==> src/verilog/tx_pkg.sv <==
////////////////////////////////////////////////////////////////////////////
// Transmit chain package
// Sizes, AXI4-Lite register map and sample/frame types
////////////////////////////////////////////////////////////////////////////
`default_nettype none

package tx_pkg;

  localparam int CHANNELS = 2;
  localparam int PARALLEL_SAMPLES = 2;
  localparam int SAMPLE_WIDTH = 16;
  localparam int SOURCES = 4;
  localparam int PHASE_BITS = 32;
  localparam int AWG_DEPTH = 32;
  localparam int SCALE_WIDTH = 18;
  localparam int SCALE_FRAC_BITS = 16;
  localparam int AXIL_ADDR_WIDTH = 12;
  localparam int AXIL_DATA_WIDTH = 32;

  // Derived widths
  localparam int AWG_ADDR_WIDTH = $clog2(AWG_DEPTH);
  localparam int SEL_WIDTH = $clog2(SOURCES);
  localparam int CHAN_WIDTH = $clog2(CHANNELS);
  localparam int PRODUCT_WIDTH = SAMPLE_WIDTH + SCALE_WIDTH;

  //////////////////////////////////////////////////////////////////////////
  // Register map, byte offsets
  //////////////////////////////////////////////////////////////////////////
  localparam logic [AXIL_ADDR_WIDTH-1:0] REG_CTRL     = 'h000;
  localparam logic [AXIL_ADDR_WIDTH-1:0] REG_TRI_INC0 = 'h004;
  localparam logic [AXIL_ADDR_WIDTH-1:0] REG_TRI_INC1 = 'h008;
  localparam logic [AXIL_ADDR_WIDTH-1:0] REG_MUX_SEL  = 'h00C;
  localparam logic [AXIL_ADDR_WIDTH-1:0] REG_SCALE0   = 'h010;
  localparam logic [AXIL_ADDR_WIDTH-1:0] REG_SCALE1   = 'h014;
  localparam logic [AXIL_ADDR_WIDTH-1:0] REG_OFFSET0  = 'h018;
  localparam logic [AXIL_ADDR_WIDTH-1:0] REG_OFFSET1  = 'h01C;
  localparam logic [AXIL_ADDR_WIDTH-1:0] REG_AWG_LEN0 = 'h020;
  localparam logic [AXIL_ADDR_WIDTH-1:0] REG_AWG_LEN1 = 'h024;
  // Channel 0 words at 0x100, channel 1 at 0x180
  localparam logic [AXIL_ADDR_WIDTH-1:0] AWG_BASE     = 'h100;

  typedef logic signed [SAMPLE_WIDTH-1:0] sample_t;
  typedef logic signed [SCALE_WIDTH-1:0] scale_t;
  // Sample 0 is the earliest, in the low half
  typedef sample_t [PARALLEL_SAMPLES-1:0] frame_t;

  localparam scale_t SCALE_ONE = scale_t'(1) <<< SCALE_FRAC_BITS;
  localparam sample_t SAMPLE_MAX = {1'b0, {(SAMPLE_WIDTH-1){1'b1}}};
  localparam sample_t SAMPLE_MIN = {1'b1, {(SAMPLE_WIDTH-1){1'b0}}};

endpackage

`default_nettype wire

==> src/verilog/cfg_if.sv <==
////////////////////////////////////////////////////////////////////////////
// Configuration bundle from the register block to the datapath
////////////////////////////////////////////////////////////////////////////
`timescale 1ns/10ps
`default_nettype none

interface cfg_if;
  logic awg_en;
  logic tri_en;
  logic [tx_pkg::CHANNELS-1:0][tx_pkg::PHASE_BITS-1:0] tri_inc;
  logic [tx_pkg::CHANNELS-1:0][tx_pkg::SEL_WIDTH-1:0] mux_sel;
  tx_pkg::scale_t [tx_pkg::CHANNELS-1:0] scale;
  tx_pkg::sample_t [tx_pkg::CHANNELS-1:0] offset;
  logic [tx_pkg::CHANNELS-1:0][tx_pkg::AWG_ADDR_WIDTH-1:0] awg_len;

  // AWG memory write port, one-cycle strobe
  logic mem_we;
  logic [tx_pkg::CHAN_WIDTH-1:0] mem_chan;
  logic [tx_pkg::AWG_ADDR_WIDTH-1:0] mem_addr;
  tx_pkg::frame_t mem_wdata;

  modport master (output awg_en, tri_en, tri_inc, mux_sel, scale, offset, awg_len,
                  mem_we, mem_chan, mem_addr, mem_wdata);
  modport slave (input awg_en, tri_en, tri_inc, mux_sel, scale, offset, awg_len,
                 mem_we, mem_chan, mem_addr, mem_wdata);
endinterface

`default_nettype wire

==> src/verilog/channel_mux.sv <==
////////////////////////////////////////////////////////////////////////////
// Source to DAC channel routing, one register stage
////////////////////////////////////////////////////////////////////////////
`timescale 1ns/10ps
`default_nettype none

module channel_mux (
  input  wire                                   dac_clk_i,
  input  wire                                   rst_i,
  cfg_if.slave                                  cfg,
  input  wire tx_pkg::frame_t [tx_pkg::SOURCES-1:0] src_frame_i,
  input  wire [tx_pkg::SOURCES-1:0]             src_valid_i,
  output tx_pkg::frame_t [tx_pkg::CHANNELS-1:0] mux_frame_o,
  output logic [tx_pkg::CHANNELS-1:0]           mux_valid_o
);

  always_ff @(posedge dac_clk_i) begin
    for (int c = 0; c < tx_pkg::CHANNELS; c++) begin
      mux_frame_o[c] <= src_frame_i[cfg.mux_sel[c]];
    end
  end

  always_ff @(posedge dac_clk_i) begin
    if (rst_i) begin
      mux_valid_o <= '0;
    end else begin
      for (int c = 0; c < tx_pkg::CHANNELS; c++) begin
        mux_valid_o[c] <= src_valid_i[cfg.mux_sel[c]];
      end
    end
  end

endmodule

`default_nettype wire

==> src/flat_wrapper.sv <==
// flat-port wrapper written by rule: the top's interface ports become plain ports
module channel_mux_flat 
  (dac_clk_i, rst_i, src_frame_i, src_valid_i, mux_frame_o, mux_valid_o, cfg_awg_en, cfg_tri_en, cfg_tri_inc, cfg_mux_sel, cfg_scale, cfg_offset, cfg_awg_len, cfg_mem_we, cfg_mem_chan, cfg_mem_addr, cfg_mem_wdata);
  cfg_if cfg_i ();
  input  wire dac_clk_i;
  input  wire rst_i;
  input  wire tx_pkg::frame_t [tx_pkg::SOURCES-1:0] src_frame_i;
  input  wire [tx_pkg::SOURCES-1:0] src_valid_i;
  output tx_pkg::frame_t [tx_pkg::CHANNELS-1:0] mux_frame_o;
  output logic [tx_pkg::CHANNELS-1:0] mux_valid_o;
  input wire logic [$bits(cfg_i.awg_en)-1:0] cfg_awg_en;
  input wire logic [$bits(cfg_i.tri_en)-1:0] cfg_tri_en;
  input wire logic [$bits(cfg_i.tri_inc)-1:0] cfg_tri_inc;
  input wire logic [$bits(cfg_i.mux_sel)-1:0] cfg_mux_sel;
  input wire logic [$bits(cfg_i.scale)-1:0] cfg_scale;
  input wire logic [$bits(cfg_i.offset)-1:0] cfg_offset;
  input wire logic [$bits(cfg_i.awg_len)-1:0] cfg_awg_len;
  input wire logic [$bits(cfg_i.mem_we)-1:0] cfg_mem_we;
  input wire logic [$bits(cfg_i.mem_chan)-1:0] cfg_mem_chan;
  input wire logic [$bits(cfg_i.mem_addr)-1:0] cfg_mem_addr;
  input wire logic [$bits(cfg_i.mem_wdata)-1:0] cfg_mem_wdata;
  assign cfg_i.awg_en = cfg_awg_en;
  assign cfg_i.tri_en = cfg_tri_en;
  assign cfg_i.tri_inc = cfg_tri_inc;
  assign cfg_i.mux_sel = cfg_mux_sel;
  assign cfg_i.scale = cfg_scale;
  assign cfg_i.offset = cfg_offset;
  assign cfg_i.awg_len = cfg_awg_len;
  assign cfg_i.mem_we = cfg_mem_we;
  assign cfg_i.mem_chan = cfg_mem_chan;
  assign cfg_i.mem_addr = cfg_mem_addr;
  assign cfg_i.mem_wdata = cfg_mem_wdata;
  channel_mux u_core (.dac_clk_i(dac_clk_i), .rst_i(rst_i), .cfg(cfg_i), .src_frame_i(src_frame_i), .src_valid_i(src_valid_i), .mux_frame_o(mux_frame_o), .mux_valid_o(mux_valid_o));
endmodule
==> config.mk <==
export PLATFORM = sky130hd
export DESIGN_NAME = channel_mux_flat
export DESIGN_NICKNAME = d
export VERILOG_FILES = /design/src/verilog/tx_pkg.sv /design/src/verilog/cfg_if.sv /design/src/verilog/channel_mux.sv /design/src/flat_wrapper.sv
export SDC_FILE = /design/constraint.sdc
export NUM_CORES = 1
export LEC_CHECK = 0
export BUFFER_PORTS_ARGS = -buffer_cell sky130_fd_sc_hd__clkbuf_2
export CAP_MARGIN = 20
export CORE_AREA = 2 2 150 152
export DETAILED_ROUTE_END_ITERATION = 6
export DIE_AREA = 0 0 152 154
export PLACE_DENSITY = 0.4
export SLEW_MARGIN = 20
export SYNTH_ARGS = -nofsm -noshare
export SYNTH_HDL_FRONTEND = slang
export SYNTH_SLANG_ARGS = --single-unit
==> constraint.sdc <==
create_clock -name dac_clk_i -period 1.6 [get_ports dac_clk_i]
set_clock_uncertainty 0.2 [all_clocks]
set_input_delay 0.08 -clock dac_clk_i [delete_from_list [all_inputs] [get_ports dac_clk_i]]
set_output_delay 0.08 -clock dac_clk_i [all_outputs]
set_load 0.01 [all_outputs]
==> metrics.cfg, run 1 <==
[logic_synthesis]
synth-seq-cells=66
synthFlopType=dfxtp_1
netlist.top_cell.by_area=mux4_2
syn_inst=150
yosys.area.top_type_share_pct=46.3
syn_area_um2=3020
ys_warn_count=0
synthArstFlopShare_pct=0
synth_edf_count=0
seq_area_frac_synth_pct=43.8
yosysMostFrequentCell=dfxtp_1
syn_avg_cell_area_um2=20.1
synth_area_leaders=mux4_2, dfxtp_1, buf_12
synthDistinctLibCells=8
syn_nets=471
netlist_top_cells_count=dfxtp_1, mux4_2, buf_12, buf_2, mux4_1

[clock_network]
cts.sinks=66
cts_resized=0
cts_tree=yes
cts-root-buf=clkbuf_16
cts-buffers-inserted=9
clockBufferDepth=2
ctsHoldBuffers=129
postCtsSetupRepairBufs=0
clk_pin_slew_worst_paths_ns=0.06
htreeDepth=3

[floorplan]
start_util_pct=13.9
fp.dieH_um=154
io_pins=387
die-width_um=152
row_count=54
coreArea_um2=21700
die_area_um2=23400

[timing]
fin_crit_ns=1.25
relSlewSlack_pct=83.5
max_freq_ghz=0.802
rsz0062_at_grt=false
final.setup.tns_ns=0
setup_viol=0
drv_slew=0
worstMarginPinSlew_ns=0.248
final_hold_viol_count=0
period_share_pct=78.0

[grt]
grt_use_met1_pct=10.7
top_usage_layer=met2
track_usage_pct=9.70
grt_util_met2_pct=16.3
grt_max_degree=22
grt_overflow=0
first_global_vias=3237
grt_use_met3_pct=4.93
antenna_found_initial=3
grt_pass1_wl_mm=17.2

[power_and_ir_drop]
total_power_mw=5.00
power_switching_mw=1.22
seqPwrFrac_pct=37.4
p_leak_nw=2.59
p_int_mw=3.78
comb_power_share_pct=23.4
p_sw_share_pct=24.5
power_frac_clock_pct=39.3
p_per_area_nw_per_um2=846
peakVddDrop_v=0.000331

[finish]
drive_gt1_share_pct=58.8
final_nets=810
syn_to_final_growth_pct=96.0

[setup_path]
crit_path_start=src_frame_i[63]
crit_arrival_ns=1.24
end_kind=flop
start_kind=input pin
critPathKind=input pin to flop
required_ns=1.59
crit_end=u_core.mux_frame_o[63]
crit_path_max_fanout=2

[drt]
drt_iter0_markers=97
dr.pass1.iters=4
vias=2865
drc=0
drt_wl_total_mm=11.3
viasPerCell=3.70
wl_per_cell_um=14.5
route.antenna.remaining_nets=0

[placement]
gp_congestion=0.746
post-dp-hpwl_mm=8.63
io_buffer_count=203

[run]
drv_cap=0

[hold_path]
hold_path_class=input pin to flop

[status]
status=finished clean

==> per-stage QoR <==
step           setup slack [ns]  util, %  cell area, um2  hold WS [ns]  instances
2_1_floorplan             0.440        -            3020       -0.0484        150
3_3_place_gp              0.111     20.0            4330        0.0593        629
3_5_place_dp             0.0976     20.0            4330        0.0612        629
4_1_cts                   0.368     27.2            5910       0.00958        773
5_1_grt                   0.328     27.2            5910        0.0191        773
6_report                  0.352     27.2            5910       0.00973        774
==> power groups by stage <==
stage                     combinational (mW)  sequential [mW]  clock, mW
after floorplan                        0.390             1.99          0
after detailed placement               0.938             1.90          0
final                                   1.17             1.87       1.96
after global placement                 0.920             1.90          0
after global routing                    1.26             1.88       2.13
after CTS                               1.19             1.87       2.07
==> registers in the layout, summed over array words and instances, names as in the netlist <==
register,flops
u_core.mux_frame_o,64
u_core.mux_valid_o,2
==> layout by cell type, fill, tap and decap left out <==
| master | n |
|---|---|
| buf_12 | 3 |
| buf_2 | 1 |
| buf_4 | 9 |
| bufinv_16 | 1 |
| clkbuf_1 | 2 |
| clkbuf_16 | 9 |
| clkbuf_2 | 202 |
| clkbuf_8 | 1 |
| clkinv_2 | 2 |
| dfxtp_1 | 66 |
| diode_2 | 1 |
| dlygate4sd3_1 | 129 |
| mux4_1 | 4 |
| mux4_2 | 62 |
| nor2b_1 | 2 |
==> worst max-delay path, cell delays in order <==
cell and delay [ns]:
dlygate4sd3_1 0.54, clkbuf_2 0.11, mux4_1 0.52
==> area by class of cell <==
cell class,count,area (um2)
flip-flops and latches,66,1320
repair buffers,344,2430
diodes,1,2.50
multi-input cells,68,1510
fillers,2224,15800
clock inverters,3,40.0
clock buffers,12,246
well taps,280,350
==> layer usage <==
metal,wire length [um],vias up
li1,-,1322
met1,4590,1364
met2,5320,162
met3,1180,13
met4,143,4
met5,23,-
==> cells by family (layout without fill, tap and decap cells) <==
group,Yosys count,in the layout,share of synthesized area [%]
buffers and inverters,16,359,5.98
DFF,66,66,43.8
muxes,66,66,49.8
other,0,1,0
and+or+nand+nor,2,2,0.415
==> worst min-delay path by stage <==
stage / to / slack (ns) / cells after the start / start
finish: u_core.mux_frame_o[54] / 0.01 / 2 / cfg_mux_sel[2]
global route: u_core.mux_frame_o[54] / 0.02 / 2 / cfg_mux_sel[2]
CTS: u_core.mux_frame_o[54] / 0.01 / 2 / cfg_mux_sel[2]
detailed placement: u_core.mux_valid_o[0] / 0.06 / 2 / rst_i
global placement: u_core.mux_valid_o[1] / 0.06 / 2 / rst_i
floorplan: u_core.mux_valid_o[0] / -0.05 / 1 / rst_i
(Power assumes the default switching activity.)
==> run 2: changes to the inputs <==
Clock period 1.6 ns to 1.2 ns, I/O delays scaled along.
==> run 2 against run 1 <==
  * The flow now finishes with violations (negative hold slack)
  * Clock power grew 37%
  * Critical path depth stayed put
  * Final area rose by 3.3%
  * Sequential share of layout area down 0.72 points
  * Critical endpoint is now u_core.mux_frame_o[32]
  * Highest routed layer unchanged
==> metrics.cfg, run 2 (synthesis results as in run 1) <==
[status]
status=finished with violations  ; was finished clean
violations=negative hold slack

[timing]
max_freq_ghz=0.837
setup_viol=0  ; unchanged
fin_crit_ns=1.19
holdWs_ns=-0.0191  ; was 0.00973 ns
final.setup.tns_ns=0  ; unchanged
relSlewSlack_pct=86.9  ; was 83.5%
worstMarginPinSlew_ns=0.196  ; was 0.248 ns
drv_slew=0  ; unchanged
final_hold_viol_count=2  ; was 0
rsz0062_at_grt=false  ; unchanged
period_share_pct=99.5

[finish]
final_cell_mix=clkbuf_2, dlygate4sd3_1, dfxtp_1  ; unchanged
largest_register_ffs=64  ; unchanged
fin_area_um2=6110  ; was 5910 um2
fin_cells=784  ; was 774
top_regs=u_core.mux_frame_o x64, u_core.mux_valid_o x2  ; unchanged
syn_to_final_growth_pct=102  ; was 96.0%
final_nets=819  ; was 810
drive_gt1_share_pct=60.4  ; was 58.8%
layout_commonest_cell=clkbuf_2  ; unchanged
largest_register=u_core.mux_frame_o  ; unchanged

[clock_network]
cts-root-buf=clkbuf_16  ; unchanged
clockBufferDepth=2  ; unchanged
cts_tree=yes  ; unchanged
cts-buffers-inserted=9  ; unchanged
clk_pin_slew_worst_paths_ns=0.06  ; about the same
htreeDepth=3  ; unchanged
cts.sinks=66  ; unchanged

[drt]
drt_wl_total_mm=11.4  ; was 11.3 mm
vias=2949  ; was 2865
wl_per_cell_um=14.5  ; about the same
dr.pass1.iters=4  ; unchanged
drt_iter0_markers=70  ; was 97
viasPerCell=3.76  ; was 3.70
route.antenna.remaining_nets=0  ; unchanged
drc=0  ; unchanged

[placement]
io_buffer_count=203  ; unchanged
numPlacedInstances=638  ; was 629
gp_congestion=0.712  ; was 0.746
place_area_um2=4510  ; was 4330 um2
post-dp-hpwl_mm=8.61  ; was 8.63 mm

[grt]
grt_max_degree=22  ; unchanged
grt_overflow=0  ; unchanged
antenna_found_initial=3  ; unchanged
first_global_vias=3284  ; was 3237
grt_pass1_wl_mm=17.4  ; was 17.2 mm
track_usage_pct=9.87  ; was 9.70%

[floorplan]
row_count=54  ; unchanged
io_pins=387  ; unchanged
fp.dieH_um=154  ; unchanged
die-width_um=152  ; unchanged
die_area_um2=23400  ; unchanged
coreArea_um2=21700  ; unchanged
start_util_pct=13.9  ; unchanged

[setup_path]
end_kind=flop  ; unchanged
critPathKind=input pin to flop  ; unchanged
crit_arrival_ns=1.20  ; was 1.24 ns
start_kind=input pin  ; unchanged
required_ns=1.20  ; was 1.59 ns
crit_path_max_fanout=2  ; unchanged

[run]
drv_cap=0  ; unchanged

[power_and_ir_drop]
p_leak_nw=2.69  ; was 2.59 nW
peakVddDrop_v=0.000567  ; was 0.000331 V
p_per_area_nw_per_um2=1110  ; was 846 nW/um2

[hold_path]
hold_path_class=input pin to flop  ; unchanged

[run 2: layer usage]
layer	part of all wire (%)	global-route usage, %	up-vias
met1	41	11.3	1404
met5	0.23	0	-
met3	9.4	4.00	20
met2	47	16.3	180
met4	2.2	4.27	4
li1	-	-	1341
[run 2: repair_timing]
action                     CTS  global route
hold endpoints to repair    66             0
gates resized for setup      0             4
hold buffers               129             0
buffers inserted             0             0
setup endpoints to repair    0             4
[run 2: path summary, 6_finish.rpt]
check | from | to | slack (ns) | cells after the start
worst max-delay path | src_frame_i[32] | u_core.mux_frame_o[32] | 0.006 | 3
worst min-delay path | src_valid_i[0] | u_core.mux_valid_o[1] | -0.02 | 3
[run 2: through the flow]
step | util [%] | power, mW | hold slack (ns) | setup slack, ns
after global routing | 28.1 | 7.17 | 0.0139 | 0.00329
after global placement | 20.8 | 3.84 | 0.0450 | -0.127
final | 28.2 | 6.81 | -0.0191 | 0.00584
after CTS | 28.2 | 6.96 | -0.0372 | 0.00410
after floorplan | - | 3.18 | -0.0684 | 0.0597
after detailed placement | 20.8 | 3.86 | 0.0508 | -0.146
[run 2: cell type report]
type | count | area [um2]
fillers | 2197 | 15600
clock buffers | 10 | 239
multi-input cells | 68 | 1510
diodes | 1 | 2.50
flip-flops and latches | 66 | 1320
repair buffers | 353 | 2620
well taps | 280 | 350
clock inverters | 6 | 66.3
[run 2: power breakdown]
part | internal [mW] | leakage (nW) | switching (mW)
Clock | 1.66 | 0.141 | 1.02
Combinational | 1.02 | 1.99 | 0.606
Sequential | 2.43 | 0.557 | 0.0733
Total | 5.11 | 2.69 | 1.69
[run 2: critical path: stages]
cell           delay, ns
dlygate4sd3_1       0.53
clkbuf_2            0.11
mux4_1              0.49
