<file path="src/verilog/tx_pkg.sv">
////////////////////////////////////////////////////////////////////////////
// Transmit chain package
// Sizes, AXI4-Lite register map and sample/frame types
////////////////////////////////////////////////////////////////////////////
`default_nettype none

package tx_pkg;

  localparam int CHANNELS = 2;
  localparam int PARALLEL_SAMPLES = 2;
  localparam int SAMPLE_WIDTH = 16;
  localparam int SOURCES = 4;
  localparam int PHASE_BITS = 32;
  localparam int AWG_DEPTH = 32;
  localparam int SCALE_WIDTH = 18;
  localparam int SCALE_FRAC_BITS = 16;
  localparam int AXIL_ADDR_WIDTH = 12;
  localparam int AXIL_DATA_WIDTH = 32;

  // Derived widths
  localparam int AWG_ADDR_WIDTH = $clog2(AWG_DEPTH);
  localparam int SEL_WIDTH = $clog2(SOURCES);
  localparam int CHAN_WIDTH = $clog2(CHANNELS);
  localparam int PRODUCT_WIDTH = SAMPLE_WIDTH + SCALE_WIDTH;

  //////////////////////////////////////////////////////////////////////////
  // Register map, byte offsets
  //////////////////////////////////////////////////////////////////////////
  localparam logic [AXIL_ADDR_WIDTH-1:0] REG_CTRL     = 'h000;
  localparam logic [AXIL_ADDR_WIDTH-1:0] REG_TRI_INC0 = 'h004;
  localparam logic [AXIL_ADDR_WIDTH-1:0] REG_TRI_INC1 = 'h008;
  localparam logic [AXIL_ADDR_WIDTH-1:0] REG_MUX_SEL  = 'h00C;
  localparam logic [AXIL_ADDR_WIDTH-1:0] REG_SCALE0   = 'h010;
  localparam logic [AXIL_ADDR_WIDTH-1:0] REG_SCALE1   = 'h014;
  localparam logic [AXIL_ADDR_WIDTH-1:0] REG_OFFSET0  = 'h018;
  localparam logic [AXIL_ADDR_WIDTH-1:0] REG_OFFSET1  = 'h01C;
  localparam logic [AXIL_ADDR_WIDTH-1:0] REG_AWG_LEN0 = 'h020;
  localparam logic [AXIL_ADDR_WIDTH-1:0] REG_AWG_LEN1 = 'h024;
  // Channel 0 words at 0x100, channel 1 at 0x180
  localparam logic [AXIL_ADDR_WIDTH-1:0] AWG_BASE     = 'h100;

  typedef logic signed [SAMPLE_WIDTH-1:0] sample_t;
  typedef logic signed [SCALE_WIDTH-1:0] scale_t;
  // Sample 0 is the earliest, in the low half
  typedef sample_t [PARALLEL_SAMPLES-1:0] frame_t;

  localparam scale_t SCALE_ONE = scale_t'(1) <<< SCALE_FRAC_BITS;
  localparam sample_t SAMPLE_MAX = {1'b0, {(SAMPLE_WIDTH-1){1'b1}}};
  localparam sample_t SAMPLE_MIN = {1'b1, {(SAMPLE_WIDTH-1){1'b0}}};

endpackage

`default_nettype wire

</file>
<file path="src/verilog/cfg_if.sv">
////////////////////////////////////////////////////////////////////////////
// Configuration bundle from the register block to the datapath
////////////////////////////////////////////////////////////////////////////
`timescale 1ns/10ps
`default_nettype none

interface cfg_if;
  logic awg_en;
  logic tri_en;
  logic [tx_pkg::CHANNELS-1:0][tx_pkg::PHASE_BITS-1:0] tri_inc;
  logic [tx_pkg::CHANNELS-1:0][tx_pkg::SEL_WIDTH-1:0] mux_sel;
  tx_pkg::scale_t [tx_pkg::CHANNELS-1:0] scale;
  tx_pkg::sample_t [tx_pkg::CHANNELS-1:0] offset;
  logic [tx_pkg::CHANNELS-1:0][tx_pkg::AWG_ADDR_WIDTH-1:0] awg_len;

  // AWG memory write port, one-cycle strobe
  logic mem_we;
  logic [tx_pkg::CHAN_WIDTH-1:0] mem_chan;
  logic [tx_pkg::AWG_ADDR_WIDTH-1:0] mem_addr;
  tx_pkg::frame_t mem_wdata;

  modport master (output awg_en, tri_en, tri_inc, mux_sel, scale, offset, awg_len,
                  mem_we, mem_chan, mem_addr, mem_wdata);
  modport slave (input awg_en, tri_en, tri_inc, mux_sel, scale, offset, awg_len,
                 mem_we, mem_chan, mem_addr, mem_wdata);
endinterface

`default_nettype wire

</file>
<file path="src/verilog/axil_config_regs.sv">
////////////////////////////////////////////////////////////////////////////
// AXI4-Lite configuration slave
// Decodes the register map and forwards AWG memory writes
////////////////////////////////////////////////////////////////////////////
`timescale 1ns/10ps
`default_nettype none

module axil_config_regs (
  input  wire                                  dac_clk_i,
  input  wire                                  rst_i,
  input  wire [tx_pkg::AXIL_ADDR_WIDTH-1:0]    s_axil_awaddr_i,
  input  wire                                  s_axil_awvalid_i,
  output logic                                 s_axil_awready_o,
  input  wire [tx_pkg::AXIL_DATA_WIDTH-1:0]    s_axil_wdata_i,
  input  wire [tx_pkg::AXIL_DATA_WIDTH/8-1:0]  s_axil_wstrb_i,
  input  wire                                  s_axil_wvalid_i,
  output logic                                 s_axil_wready_o,
  output logic [1:0]                           s_axil_bresp_o,
  output logic                                 s_axil_bvalid_o,
  input  wire                                  s_axil_bready_i,
  input  wire [tx_pkg::AXIL_ADDR_WIDTH-1:0]    s_axil_araddr_i,
  input  wire                                  s_axil_arvalid_i,
  output logic                                 s_axil_arready_o,
  output logic [tx_pkg::AXIL_DATA_WIDTH-1:0]   s_axil_rdata_o,
  output logic [1:0]                           s_axil_rresp_o,
  output logic                                 s_axil_rvalid_o,
  input  wire                                  s_axil_rready_i,
  cfg_if.master                                cfg
);

  logic                                 aw_full;
  logic [tx_pkg::AXIL_ADDR_WIDTH-1:0]   aw_addr;
  logic                                 w_full;
  logic [tx_pkg::AXIL_DATA_WIDTH-1:0]   w_data;
  logic [tx_pkg::AXIL_DATA_WIDTH/8-1:0] w_strb;
  logic [tx_pkg::AXIL_DATA_WIDTH-1:0]   w_mask;
  logic [tx_pkg::AXIL_DATA_WIDTH-1:0]   w_merged;
  logic                                 do_write;
  logic                                 in_window;

  // Register contents as seen on the bus, zero for the memory window
  function automatic logic [tx_pkg::AXIL_DATA_WIDTH-1:0] reg_value(
    input logic [tx_pkg::AXIL_ADDR_WIDTH-1:0] addr
  );
    logic [tx_pkg::AXIL_DATA_WIDTH-1:0] v;
    v = '0;
    case (addr)
      tx_pkg::REG_CTRL:     v[1:0] = {cfg.tri_en, cfg.awg_en};
      tx_pkg::REG_TRI_INC0: v = cfg.tri_inc[0];
      tx_pkg::REG_TRI_INC1: v = cfg.tri_inc[1];
      tx_pkg::REG_MUX_SEL:  v[tx_pkg::CHANNELS*tx_pkg::SEL_WIDTH-1:0] = cfg.mux_sel;
      tx_pkg::REG_SCALE0:   v[tx_pkg::SCALE_WIDTH-1:0] = cfg.scale[0];
      tx_pkg::REG_SCALE1:   v[tx_pkg::SCALE_WIDTH-1:0] = cfg.scale[1];
      tx_pkg::REG_OFFSET0:  v[tx_pkg::SAMPLE_WIDTH-1:0] = cfg.offset[0];
      tx_pkg::REG_OFFSET1:  v[tx_pkg::SAMPLE_WIDTH-1:0] = cfg.offset[1];
      tx_pkg::REG_AWG_LEN0: v[tx_pkg::AWG_ADDR_WIDTH-1:0] = cfg.awg_len[0];
      tx_pkg::REG_AWG_LEN1: v[tx_pkg::AWG_ADDR_WIDTH-1:0] = cfg.awg_len[1];
      default:              v = '0;
    endcase
    return v;
  endfunction

  // Ready while the slot is empty and no response is pending
  assign s_axil_awready_o = !aw_full && !s_axil_bvalid_o;
  assign s_axil_wready_o  = !w_full && !s_axil_bvalid_o;
  assign s_axil_arready_o = !s_axil_rvalid_o;
  // Always OKAY
  assign s_axil_bresp_o = 2'b00;
  assign s_axil_rresp_o = 2'b00;

  assign do_write  = aw_full && w_full;
  assign in_window = aw_addr[tx_pkg::AXIL_ADDR_WIDTH-1:8] ==
                     tx_pkg::AWG_BASE[tx_pkg::AXIL_ADDR_WIDTH-1:8];

  // Byte strobes merged into the current register value
  always_comb begin
    for (int b = 0; b < tx_pkg::AXIL_DATA_WIDTH/8; b++) begin
      w_mask[8*b +: 8] = {8{w_strb[b]}};
    end
    w_merged = (reg_value(aw_addr) & ~w_mask) | (w_data & w_mask);
  end

  //////////////////////////////////////////////////////////////////////////
  // Handshake state and configuration registers
  //////////////////////////////////////////////////////////////////////////
  always_ff @(posedge dac_clk_i) begin
    if (rst_i) begin
      aw_full         <= 1'b0;
      w_full          <= 1'b0;
      s_axil_bvalid_o <= 1'b0;
      s_axil_rvalid_o <= 1'b0;
      cfg.mem_we      <= 1'b0;
      cfg.awg_en      <= 1'b0;
      cfg.tri_en      <= 1'b0;
      cfg.tri_inc     <= '0;
      cfg.offset      <= '0;
      cfg.awg_len     <= '0;
      for (int c = 0; c < tx_pkg::CHANNELS; c++) begin
        cfg.mux_sel[c] <= tx_pkg::SEL_WIDTH'(c);
        cfg.scale[c]   <= tx_pkg::SCALE_ONE;
      end
    end else begin
      cfg.mem_we <= 1'b0;
      if (s_axil_awvalid_i && s_axil_awready_o) aw_full <= 1'b1;
      if (s_axil_wvalid_i && s_axil_wready_o) w_full <= 1'b1;
      if (s_axil_bvalid_o && s_axil_bready_i) s_axil_bvalid_o <= 1'b0;
      if (do_write) begin
        aw_full         <= 1'b0;
        w_full          <= 1'b0;
        s_axil_bvalid_o <= 1'b1;
        if (in_window) begin
          cfg.mem_we <= 1'b1;
        end else begin
          case (aw_addr)
            tx_pkg::REG_CTRL: begin
              cfg.awg_en <= w_merged[0];
              cfg.tri_en <= w_merged[1];
            end
            tx_pkg::REG_TRI_INC0: cfg.tri_inc[0] <= w_merged;
            tx_pkg::REG_TRI_INC1: cfg.tri_inc[1] <= w_merged;
            tx_pkg::REG_MUX_SEL:
              cfg.mux_sel <= w_merged[tx_pkg::CHANNELS*tx_pkg::SEL_WIDTH-1:0];
            tx_pkg::REG_SCALE0:   cfg.scale[0] <= w_merged[tx_pkg::SCALE_WIDTH-1:0];
            tx_pkg::REG_SCALE1:   cfg.scale[1] <= w_merged[tx_pkg::SCALE_WIDTH-1:0];
            tx_pkg::REG_OFFSET0:  cfg.offset[0] <= w_merged[tx_pkg::SAMPLE_WIDTH-1:0];
            tx_pkg::REG_OFFSET1:  cfg.offset[1] <= w_merged[tx_pkg::SAMPLE_WIDTH-1:0];
            tx_pkg::REG_AWG_LEN0: cfg.awg_len[0] <= w_merged[tx_pkg::AWG_ADDR_WIDTH-1:0];
            tx_pkg::REG_AWG_LEN1: cfg.awg_len[1] <= w_merged[tx_pkg::AWG_ADDR_WIDTH-1:0];
            default: ;
          endcase
        end
      end
      if (s_axil_rvalid_o && s_axil_rready_i) s_axil_rvalid_o <= 1'b0;
      if (s_axil_arvalid_i && s_axil_arready_o) s_axil_rvalid_o <= 1'b1;
    end
  end

  // Slot and response payloads
  always_ff @(posedge dac_clk_i) begin
    if (s_axil_awvalid_i && s_axil_awready_o) aw_addr <= {s_axil_awaddr_i[11:2], 2'b00};
    if (s_axil_wvalid_i && s_axil_wready_o) begin
      w_data <= s_axil_wdata_i;
      w_strb <= s_axil_wstrb_i;
    end
    if (s_axil_arvalid_i && s_axil_arready_o) begin
      s_axil_rdata_o <= reg_value({s_axil_araddr_i[11:2], 2'b00});
    end
    // Word index in bits 6:2, channel above it
    cfg.mem_chan  <= aw_addr[2+tx_pkg::AWG_ADDR_WIDTH +: tx_pkg::CHAN_WIDTH];
    cfg.mem_addr  <= aw_addr[2 +: tx_pkg::AWG_ADDR_WIDTH];
    cfg.mem_wdata <= w_data;
  end

endmodule

`default_nettype wire

</file>
<file path="src/flat_wrapper.sv">
// flat-port wrapper written by rule: the top's interface ports become plain ports
module axil_config_regs_flat 
  (dac_clk_i, rst_i, s_axil_awaddr_i, s_axil_awvalid_i, s_axil_awready_o, s_axil_wdata_i, s_axil_wstrb_i, s_axil_wvalid_i, s_axil_wready_o, s_axil_bresp_o, s_axil_bvalid_o, s_axil_bready_i, s_axil_araddr_i, s_axil_arvalid_i, s_axil_arready_o, s_axil_rdata_o, s_axil_rresp_o, s_axil_rvalid_o, s_axil_rready_i, cfg_awg_en, cfg_tri_en, cfg_tri_inc, cfg_mux_sel, cfg_scale, cfg_offset, cfg_awg_len, cfg_mem_we, cfg_mem_chan, cfg_mem_addr, cfg_mem_wdata);
  cfg_if cfg_i ();
  input  wire dac_clk_i;
  input  wire rst_i;
  input  wire [tx_pkg::AXIL_ADDR_WIDTH-1:0] s_axil_awaddr_i;
  input  wire s_axil_awvalid_i;
  output logic s_axil_awready_o;
  input  wire [tx_pkg::AXIL_DATA_WIDTH-1:0] s_axil_wdata_i;
  input  wire [tx_pkg::AXIL_DATA_WIDTH/8-1:0] s_axil_wstrb_i;
  input  wire s_axil_wvalid_i;
  output logic s_axil_wready_o;
  output logic [1:0] s_axil_bresp_o;
  output logic s_axil_bvalid_o;
  input  wire s_axil_bready_i;
  input  wire [tx_pkg::AXIL_ADDR_WIDTH-1:0] s_axil_araddr_i;
  input  wire s_axil_arvalid_i;
  output logic s_axil_arready_o;
  output logic [tx_pkg::AXIL_DATA_WIDTH-1:0] s_axil_rdata_o;
  output logic [1:0] s_axil_rresp_o;
  output logic s_axil_rvalid_o;
  input  wire s_axil_rready_i;
  output wire logic [$bits(cfg_i.awg_en)-1:0] cfg_awg_en;
  output wire logic [$bits(cfg_i.tri_en)-1:0] cfg_tri_en;
  output wire logic [$bits(cfg_i.tri_inc)-1:0] cfg_tri_inc;
  output wire logic [$bits(cfg_i.mux_sel)-1:0] cfg_mux_sel;
  output wire logic [$bits(cfg_i.scale)-1:0] cfg_scale;
  output wire logic [$bits(cfg_i.offset)-1:0] cfg_offset;
  output wire logic [$bits(cfg_i.awg_len)-1:0] cfg_awg_len;
  output wire logic [$bits(cfg_i.mem_we)-1:0] cfg_mem_we;
  output wire logic [$bits(cfg_i.mem_chan)-1:0] cfg_mem_chan;
  output wire logic [$bits(cfg_i.mem_addr)-1:0] cfg_mem_addr;
  output wire logic [$bits(cfg_i.mem_wdata)-1:0] cfg_mem_wdata;
  assign cfg_awg_en = cfg_i.awg_en;
  assign cfg_tri_en = cfg_i.tri_en;
  assign cfg_tri_inc = cfg_i.tri_inc;
  assign cfg_mux_sel = cfg_i.mux_sel;
  assign cfg_scale = cfg_i.scale;
  assign cfg_offset = cfg_i.offset;
  assign cfg_awg_len = cfg_i.awg_len;
  assign cfg_mem_we = cfg_i.mem_we;
  assign cfg_mem_chan = cfg_i.mem_chan;
  assign cfg_mem_addr = cfg_i.mem_addr;
  assign cfg_mem_wdata = cfg_i.mem_wdata;
  axil_config_regs u_core (.dac_clk_i(dac_clk_i), .rst_i(rst_i), .s_axil_awaddr_i(s_axil_awaddr_i), .s_axil_awvalid_i(s_axil_awvalid_i), .s_axil_awready_o(s_axil_awready_o), .s_axil_wdata_i(s_axil_wdata_i), .s_axil_wstrb_i(s_axil_wstrb_i), .s_axil_wvalid_i(s_axil_wvalid_i), .s_axil_wready_o(s_axil_wready_o), .s_axil_bresp_o(s_axil_bresp_o), .s_axil_bvalid_o(s_axil_bvalid_o), .s_axil_bready_i(s_axil_bready_i), .s_axil_araddr_i(s_axil_araddr_i), .s_axil_arvalid_i(s_axil_arvalid_i), .s_axil_arready_o(s_axil_arready_o), .s_axil_rdata_o(s_axil_rdata_o), .s_axil_rresp_o(s_axil_rresp_o), .s_axil_rvalid_o(s_axil_rvalid_o), .s_axil_rready_i(s_axil_rready_i), .cfg(cfg_i));
endmodule
</file>
<file path="config.mk">
export PLATFORM = sky130hd
export DESIGN_NAME = axil_config_regs_flat
export DESIGN_NICKNAME = d
export VERILOG_FILES = /design/src/verilog/tx_pkg.sv /design/src/verilog/cfg_if.sv /design/src/verilog/axil_config_regs.sv /design/src/flat_wrapper.sv
export SDC_FILE = /design/constraint.sdc
export NUM_CORES = 1
export LEC_CHECK = 0
export BUFFER_PORTS_ARGS = -buffer_cell sky130_fd_sc_hd__buf_4
export CORE_MARGIN = 10
export CORE_UTILIZATION = 45
export DETAILED_ROUTE_END_ITERATION = 10
export PLACE_DENSITY = 0.72
export SLEW_MARGIN = 20
export SYNTH_ARGS = -nofsm -noshare
export SYNTH_HDL_FRONTEND = slang
export SYNTH_SLANG_ARGS = --single-unit
</file>
<file path="constraint.sdc">
create_clock -name dac_clk_i -period 2.4 [get_ports dac_clk_i]
set_input_delay 0 -clock dac_clk_i [delete_from_list [all_inputs] [get_ports dac_clk_i]]
set_output_delay 0 -clock dac_clk_i [all_outputs]
set_load 0.005 [all_outputs]
</file>
==> results list, run 1 <==
- After detailed placement, the design holds a cell count of 1724.
- For this block, the via count after detailed routing is 10982.
- Power share of the clock group: 0.452
- Required time of the critical path: 2.83 ns
- Critical path peak fanout: 4
* Placer's final routability congestion estimate: 0.9577
- Number of CTS-inserted buffers: 28
- After floorplanning, the core was divided into 57 placement rows.
* CTS tree: done
- The tool flagged a number of max-cap violations equal to 0.
- Wires add up to 43.69 mm.
* Static Leakage: 0.006208 uW
- Port Buffers: 286
- Before antenna repair, the detailed router went through 6 iterations.
- For this run, asynchronously set or reset flops after synthesis account for 0.
- For hold timing, the worst endpoint is u_core.s_axil_rdata_o[0].
* Highest achievable clock rate: 435.8 MHz
- Critical path startpoint category: flip-flop
- Fraction of power consumed by sequential logic: 0.473
* Synth area leaders: sky130_fd_sc_hd__dfxtp_1 (34%), sky130_fd_sc_hd__edfxtp_1 (21%), sky130_fd_sc_hd__nand3_1 (4.6%), sky130_fd_sc_hd__o21ai_0 (3.7%), sky130_fd_sc_hd__nand2_1 (3.6%)
* Critical path type: flip-flop to flip-flop
* Most frequent standard cell in the layout excluding fill and tap cells: sky130_fd_sc_hd__buf_4
* Setup repair after global routing missed its margin: no
* Residual DRC count: 0
* H-tree depth reported by CTS: 1
- Max Transition Viols Final: 0
- Relative to the synthesized area, the layout overhead comes to 39.79%.
* Core region area: 24460 um2
- Die Height: 178.3 um
- Global routing finished with a remaining overflow of 0.
- Headroom to the max-slew limit came out at 0.4326.
- Routed WL per cell: 23.86 um
- 295 I/O pins were placed.
* Result of the run: complete, no violations
- Initial Utilization: 0.4607
- Clock tree sinks: 269
- Tot Pwr: 10360 uW
- The number of global-route vias before repair is 10682.
* Number of warning messages in the yosys log: 0
* Final worst path period need: 2.294 ns
- Clock transition at path regs: 0.07 ns
* Clk_lat worst skew: 0.54 ns
- For this design the total switching power over the nets is 2329 uW.
- The repair_antennas step left the layout with diodes totalling 0.
- Worst path arrival time: 2.72 ns
- In this run, the number of DRC markers left after iteration 0 of detailed routing was 1104.
* Number of flops mapped to enable cells by yosys: 78
- P_int: 8035 uW
- Area share of the largest cell type after synthesis: 0.3393
* Proportion of power drawn by combinational gates: 0.074
- In this run the worst hold path is classified as input port to flip-flop.
- Clock tree synthesis selected as its root buffer the cell sky130_fd_sc_hd__clkbuf_16.
- Setup slack of the most critical reg-to-reg path: 0.11 ns
* Peak ir drop on the vdd network: 0.0004272 V
- Antenna viol nets, final: 0
- The first global-routing pass estimated 65.34 mm of wire.
- The clock passes through at most 3 buffers.
- Clock Skews: 0.02036 ns
- Slew of the pin with the lowest slew margin: 0.8510 ns
- The cell area that synthesis handed to floorplanning was 11270 um2.
- Adding up every negative setup slack in the final design gives 0 ns.
- In the synthesized netlist, the number of instances is 1125.
- In this run the critical register-to-register path is captured at u_core.cfg.scale[17].
* Final Hold Violating Endpoints: 0
- Largest net degree at the start of global routing: 72
* Worst hold path startpoint: s_axil_araddr_i[3]
* Synth Area per Inst: 10.02 um2
- The initial antenna violation count came to 0.
- Sum of net half-perimeters after detailed placement: 30.93 mm
- Of the available clock period, the critical path in the final layout requires 0.9560.
- Dividing total power by cell area gives a power density of 657.9 nW/um2.
- The net count of the finished layout is 1552.
* Yosys cell types: 68
- The largest total area in the synthesized netlist belongs to sky130_fd_sc_hd__dfxtp_1.
- Global Route Usage Sum: 0.2629
- R2R depth: 6
- Non-filler cells, final: 1831
- Area of the die: 31780 um2
- The top cell types in the final layout, fill and taps aside, are sky130_fd_sc_hd__buf_4 (360), sky130_fd_sc_hd__dfxtp_1 (191), sky130_fd_sc_hd__nand2_1 (107), sky130_fd_sc_hd__nand3_1 (102), sky130_fd_sc_hd__o21ai_0 (83).
* Main flop type after synthesis: sky130_fd_sc_hd__dfxtp_1
- Routed vias/inst: 5.998
* X dimension of the die: 178.3 um
- Of the total power, the share spent switching nets is 0.2247.
- Sort of element at the end of the critical path: flip-flop
- Number of endpoints failing setup at the final stage: 0
- In the final layout, the share of cells above drive strength 1 is 0.3145.
- Counting instances, the worst hold path has a depth of 5.
* Source of the worst register-to-register timing path: u_core.aw_addr[7]
- Synthesis inferred 269 register bits.
- Share of the yosys chip area belonging to registers: 0.5471
-- registers in the layout (all words and copies together), names as in the netlist --
| signal | count |
|---|---|
| u_core.s_axil_rdata_o | 32 |
| u_core.aw_addr | 10 |
| u_core.s_axil_rvalid_o | 1 |
| u_core.aw_full | 1 |
| u_core.w_strb | 4 |
| u_core.cfg.offset | 32 |
| u_core.cfg.mem_we | 1 |
| u_core.cfg.mux_sel | 4 |
| u_core.cfg.mem_chan | 1 |
| u_core.cfg.tri_en | 1 |
| u_core.w_data | 32 |
| u_core.cfg.awg_en | 1 |
| u_core.cfg.awg_len | 10 |
| u_core.cfg.mem_addr | 5 |
| u_core.w_full | 1 |
| u_core.cfg.tri_inc | 64 |
| u_core.cfg.scale | 36 |
| u_core.s_axil_bvalid_o | 1 |
| u_core.cfg.mem_wdata | 32 |
-- synth_stat cells, drive strengths merged, types with 23 or more instances --
library cell	n
a21oi	33
nor2	73
a22o	23
edfxtp	78
nand2	109
nor3	28
o21ai	85
clkbuf	52
nand4	26
buf	41
nand3	103
a22oi	50
dfxtp	191
-- what timing repair did --
| item | in CTS | in global routing |
|---|---|---|
| hold buffers | 52 | 0 |
| buffers inserted | 0 | 3 |
| endpoints found under the hold margin | 66 | 0 |
| setup endpoints to repair | 0 | 41 |
| resized for setup | 0 | 6 |
-- final cells by class --
class	count	area (um2)
repair buffers	420	3383
fillers	1972	8707
clock buffers	43	889.6
multi-input cells	743	4702
clock inverters	9	122.6
inverters	23	86.33
well taps	324	405.4
flip-flops and latches	269	6166
-- worst max path at each step --
| stage | end | from |
|---|---|---|
| 6_report | u_core.cfg.scale[17] | u_core.aw_addr[7] |
| 5_1_grt | u_core.cfg.scale[27] | u_core.aw_addr[2] |
| 4_1_cts | u_core.cfg.scale[17] | u_core.aw_addr[7] |
| 3_5_place_dp | u_core.cfg.scale[17] | u_core.aw_addr[7] |
| 3_3_place_gp | u_core.cfg.tri_inc[49] | u_core.aw_addr[7] |
| 2_1_floorplan | u_core.s_axil_rdata_o[0] | u_core.s_axil_rvalid_o |
-- power by group through the flow --
stage | Combinational [uW] | Sequential (uW) | Clock, uW
after global placement | 678 | 5000 | 0
after CTS | 758 | 4900 | 4700
final | 771 | 4900 | 4690
after floorplan | 304 | 4970 | 0
after detailed placement | 686 | 5000 | 0
after global routing | 821 | 4910 | 4890
-- critical path, cell delays in order (launching register included) --
cell	delay, ns
sky130_fd_sc_hd__edfxtp_1	0.45
sky130_fd_sc_hd__or4_4	0.60
sky130_fd_sc_hd__or3_4	0.38
sky130_fd_sc_hd__buf_4	0.16
sky130_fd_sc_hd__nor3_4	0.20
sky130_fd_sc_hd__nand2_2	0.11
sky130_fd_sc_hd__a311oi_1	0.29
-- cells by family (layout without fill, tap and decap cells) --
kind of cell,after synthesis,after routing,share of synthesized area
compound gates,292,292,0.1792
xor+xnor,1,1,0.0007772
buf+inv,116,495,0.04307
flops,269,269,0.5471
mux,37,37,0.04563
other cells,1,4,0.0003327
simple gates,409,409,0.1839
-- per-layer routing --
layer	share of wire	track usage	routed length [um]
met2	0.47	0.4252	20450
met4	0.027	0.07578	1184
met5	0	0	0
met3	0.11	0.06469	4661
met1	0.40	0.3425	17390
-- through the flow --
stage	setup slack [ns]	hold WS (ns)	cell area, um2	utilization
global route	0.02406	0.04489	15760	0.6441
global placement	0.1677	0.1781	14170	0.5794
floorplan	0.1780	0.09887	11280	-
detailed placement	0.09643	0.1793	14170	0.5794
finish	0.1055	0.01201	15760	0.6441
CTS	0.06371	0.004207	15710	0.6420
(Power assumes the default switching activity.)
==> run 2: changes to the inputs <==
CORE_MARGIN = 2   (was 10)
==> results list, run 2 (synthesis gave the netlist of run 1 again) <==
- The flow ran to the end, and the final reports show no timing, DRC or antenna violations.
- Global Route Usage Sum: 0.3073
* Routed WL per cell: 22.79 um
- CTS tree: done
* Die Height: 162.3 um
* Clk_lat worst skew: 0.56 ns
- Setup repair after global routing left no endpoint under its margin.
- From synthesis to final layout, the design area changed by 39.19%.
* Max capacitance violation total: 0
- Worst setup path endpoint: u_core.cfg.scale[16]
- Path class of the lowest-slack min-delay path: input port to flip-flop
- The worst setup path is captured at a flip-flop.
- For this block, the via count after detailed routing is 11138.
- Congestion Overflow GR: 0
- For this run, the detailed router's first-pass iteration total came to 7.
- Number of global-route vias before repair: 10619
- Residual DRC count: 0
- CTS saw 269 sinks.
- Worst path arrival time: 2.75 ns
- STA classifies the critical path startpoint as a flip-flop.
- After clock tree synthesis, the clock-pin slew on the worst setup and hold paths is 0.06 ns.
- Number of endpoints failing setup at the final stage: 0
- Leaving out fill and tap cells, the most frequent cell in the layout is sky130_fd_sc_hd__buf_4.
* R2R depth: 6
- Largest net degree at the start of global routing: 65
* Share of layout cells above drive strength 1: 0.3111
- The worst pin sits at a relative slew slack of 0.3293.
- X dimension of the die: 162.3 um
- At the end of routability-driven placement, the weighted congestion stood at 0.9741.
* Static Leakage: 0.006178 uW
- Initial Utilization: 0.4607
- Highest achievable clock rate: 429.2 MHz
* Buffers from clock root to sink, at most: 3
* Number of CTS-inserted buffers: 28
* Crit path launch: u_core.aw_addr[3]
- Max Transition Viols Final: 0
- Sum of net half-perimeters after detailed placement: 28.19 mm
- The tree is rooted in a sky130_fd_sc_hd__clkbuf_16.
- Ports placed on the boundary: 295
- The die covers 26330 um2.
* H-tree depth reported by CTS: 1
* Period utilisation layout: 0.9708
* Setup slack of the most critical reg-to-reg path: 0.07 ns
- The worst setup path is of the flip-flop to flip-flop kind.
- Terminus of the critical flop-to-flop path: u_core.cfg.scale[16]
- Total power divided by cell area: 633.4 nW/um2
* Initial antenna violation count: 1
* Final Hold Violating Endpoints: 0
- The routed design has 41.91 mm of wire.
- Starting DRC count in detailed routing: 1349
* Critical path peak fanout: 21
- Power comes to 9936 uW.
- Routed vias/inst: 6.057
- Final worst path period need: 2.330 ns
- Final TNS setup: 0 ns
- The startpoint identified for the worst register-to-register timing path is u_core.aw_addr[3].
* Required time of the critical path: 2.82 ns
* Top register by number of flip-flops: u_core.cfg.tri_inc
- In the final design database the tool counted 1559 nets.
* Largest register FFs: 64
- Buffers placed on the I/O ports in this run total 286.
* Peak ir drop on the vdd network: 0.0004937 V
- In this run the most critical hold path is launched from s_axil_araddr_i[3].
- For the pin with the worst max-slew slack, the measured transition is 0.9807 ns.
* Registers with the highest flip-flop counts: u_core.cfg.tri_inc: 64 flops, u_core.cfg.scale: 36 flops
- The floorplan step defined a core boundary enclosing 24460 um2.
- The first global-routing pass estimated 62.48 mm of wire.
* Clock Skews: 0.01285 ns
- Leaving out fill and tap cells, the most frequent cells in the layout are sky130_fd_sc_hd__buf_4 (365), sky130_fd_sc_hd__dfxtp_1 (191), sky130_fd_sc_hd__nand2_1 (108), sky130_fd_sc_hd__nand3_1 (101), sky130_fd_sc_hd__o21ai_0 (83).
- Once detail routing completed, the nets flagged for antenna violations numbered 0.
- The floorplan has 57 rows.
## run 2: cell types whose count changed in the layout (fill, tap and decap cells not counted), moves of 3 or more
| cell | delta |
|---|---|
| sky130_fd_sc_hd__buf_4 | +5 |
| sky130_fd_sc_hd__clkinv_1 | +6 |
| sky130_fd_sc_hd__o221ai_2 | +3 |
| sky130_fd_sc_hd__clkbuf_8 | -7 |
| sky130_fd_sc_hd__o221ai_1 | -3 |
## run 2: area by class of cell
cell class / count / area [um2]
antenna: 1 / 2.502
clock buffer: 35 / 747.0
clock inverter: 17 / 141.4
fill: 1953 / 8775
inverter: 23 / 86.33
multi-input combinational: 743 / 4698
sequential: 269 / 6166
tap: 324 / 405.4
timing repair buffer: 427 / 3441
## run 2: through the flow
stage	area [um2]	setup slack, ns	std cells	hold slack (ns)	util
floorplan	11280	0.1780	1128	0.09887	-
global placement	14210	0.1517	1729	0.1781	0.5809
detailed placement	14210	0.04553	1729	0.1793	0.5809
CTS	15640	0.008835	1835	0.02281	0.6393
global route	15690	0.008137	1839	0.1116	0.6413
finish	15690	0.07007	1839	0.04634	0.6413
## run 2: worst min-delay path by stage
| stage | slack (ns) | endpoint | depth (start not counted) |
|---|---|---|---|
| after floorplan | 0.1 | u_core.aw_addr[10] | 0 |
| final | 0.05 | u_core.s_axil_rdata_o[3] | 5 |
| after global routing | 0.11 | u_core.w_data[4] | 3 |
| after CTS | 0.02 | u_core.s_axil_rdata_o[3] | 5 |
| after detailed placement | 0.18 | u_core.w_data[11] | 1 |
| after global placement | 0.18 | u_core.w_data[11] | 1 |
## run 2: power breakdown
part           switching (uW)  leakage, uW  internal [uW]
clock                    1840     0.000439           2420
combinational             420      0.00343            354
sequential               88.5      0.00231           4820
total                    2340      0.00618           7590
## run 2: repair_timing
| action | CTS | global route |
|---|---|---|
| resized for setup | 0 | 4 |
| hold endpoints to repair | 90 | 0 |
| endpoints found under the setup margin | 0 | 39 |
| hold buffers | 54 | 0 |
| buffers inserted | 0 | 3 |
## run 2: layer usage
layer,part of all wire,track usage,vias to the layer above,wire length (um)
li1,-,-,4958,-
met1,0.38,0.4058,5313,16130
met2,0.46,0.4863,736,19210
met3,0.11,0.07354,131,4722
met4,0.044,0.1279,0,1850
met5,0,0,-,0
## run 2: worst max-delay path, cell delays in order (launching register included)
cell	delay (ns)
sky130_fd_sc_hd__edfxtp_1	0.44
sky130_fd_sc_hd__or3_1	0.52
sky130_fd_sc_hd__nor4_2	0.48
sky130_fd_sc_hd__nand3_1	0.19
sky130_fd_sc_hd__buf_4	0.28
sky130_fd_sc_hd__a211oi_1	0.20
sky130_fd_sc_hd__a22oi_1	0.08
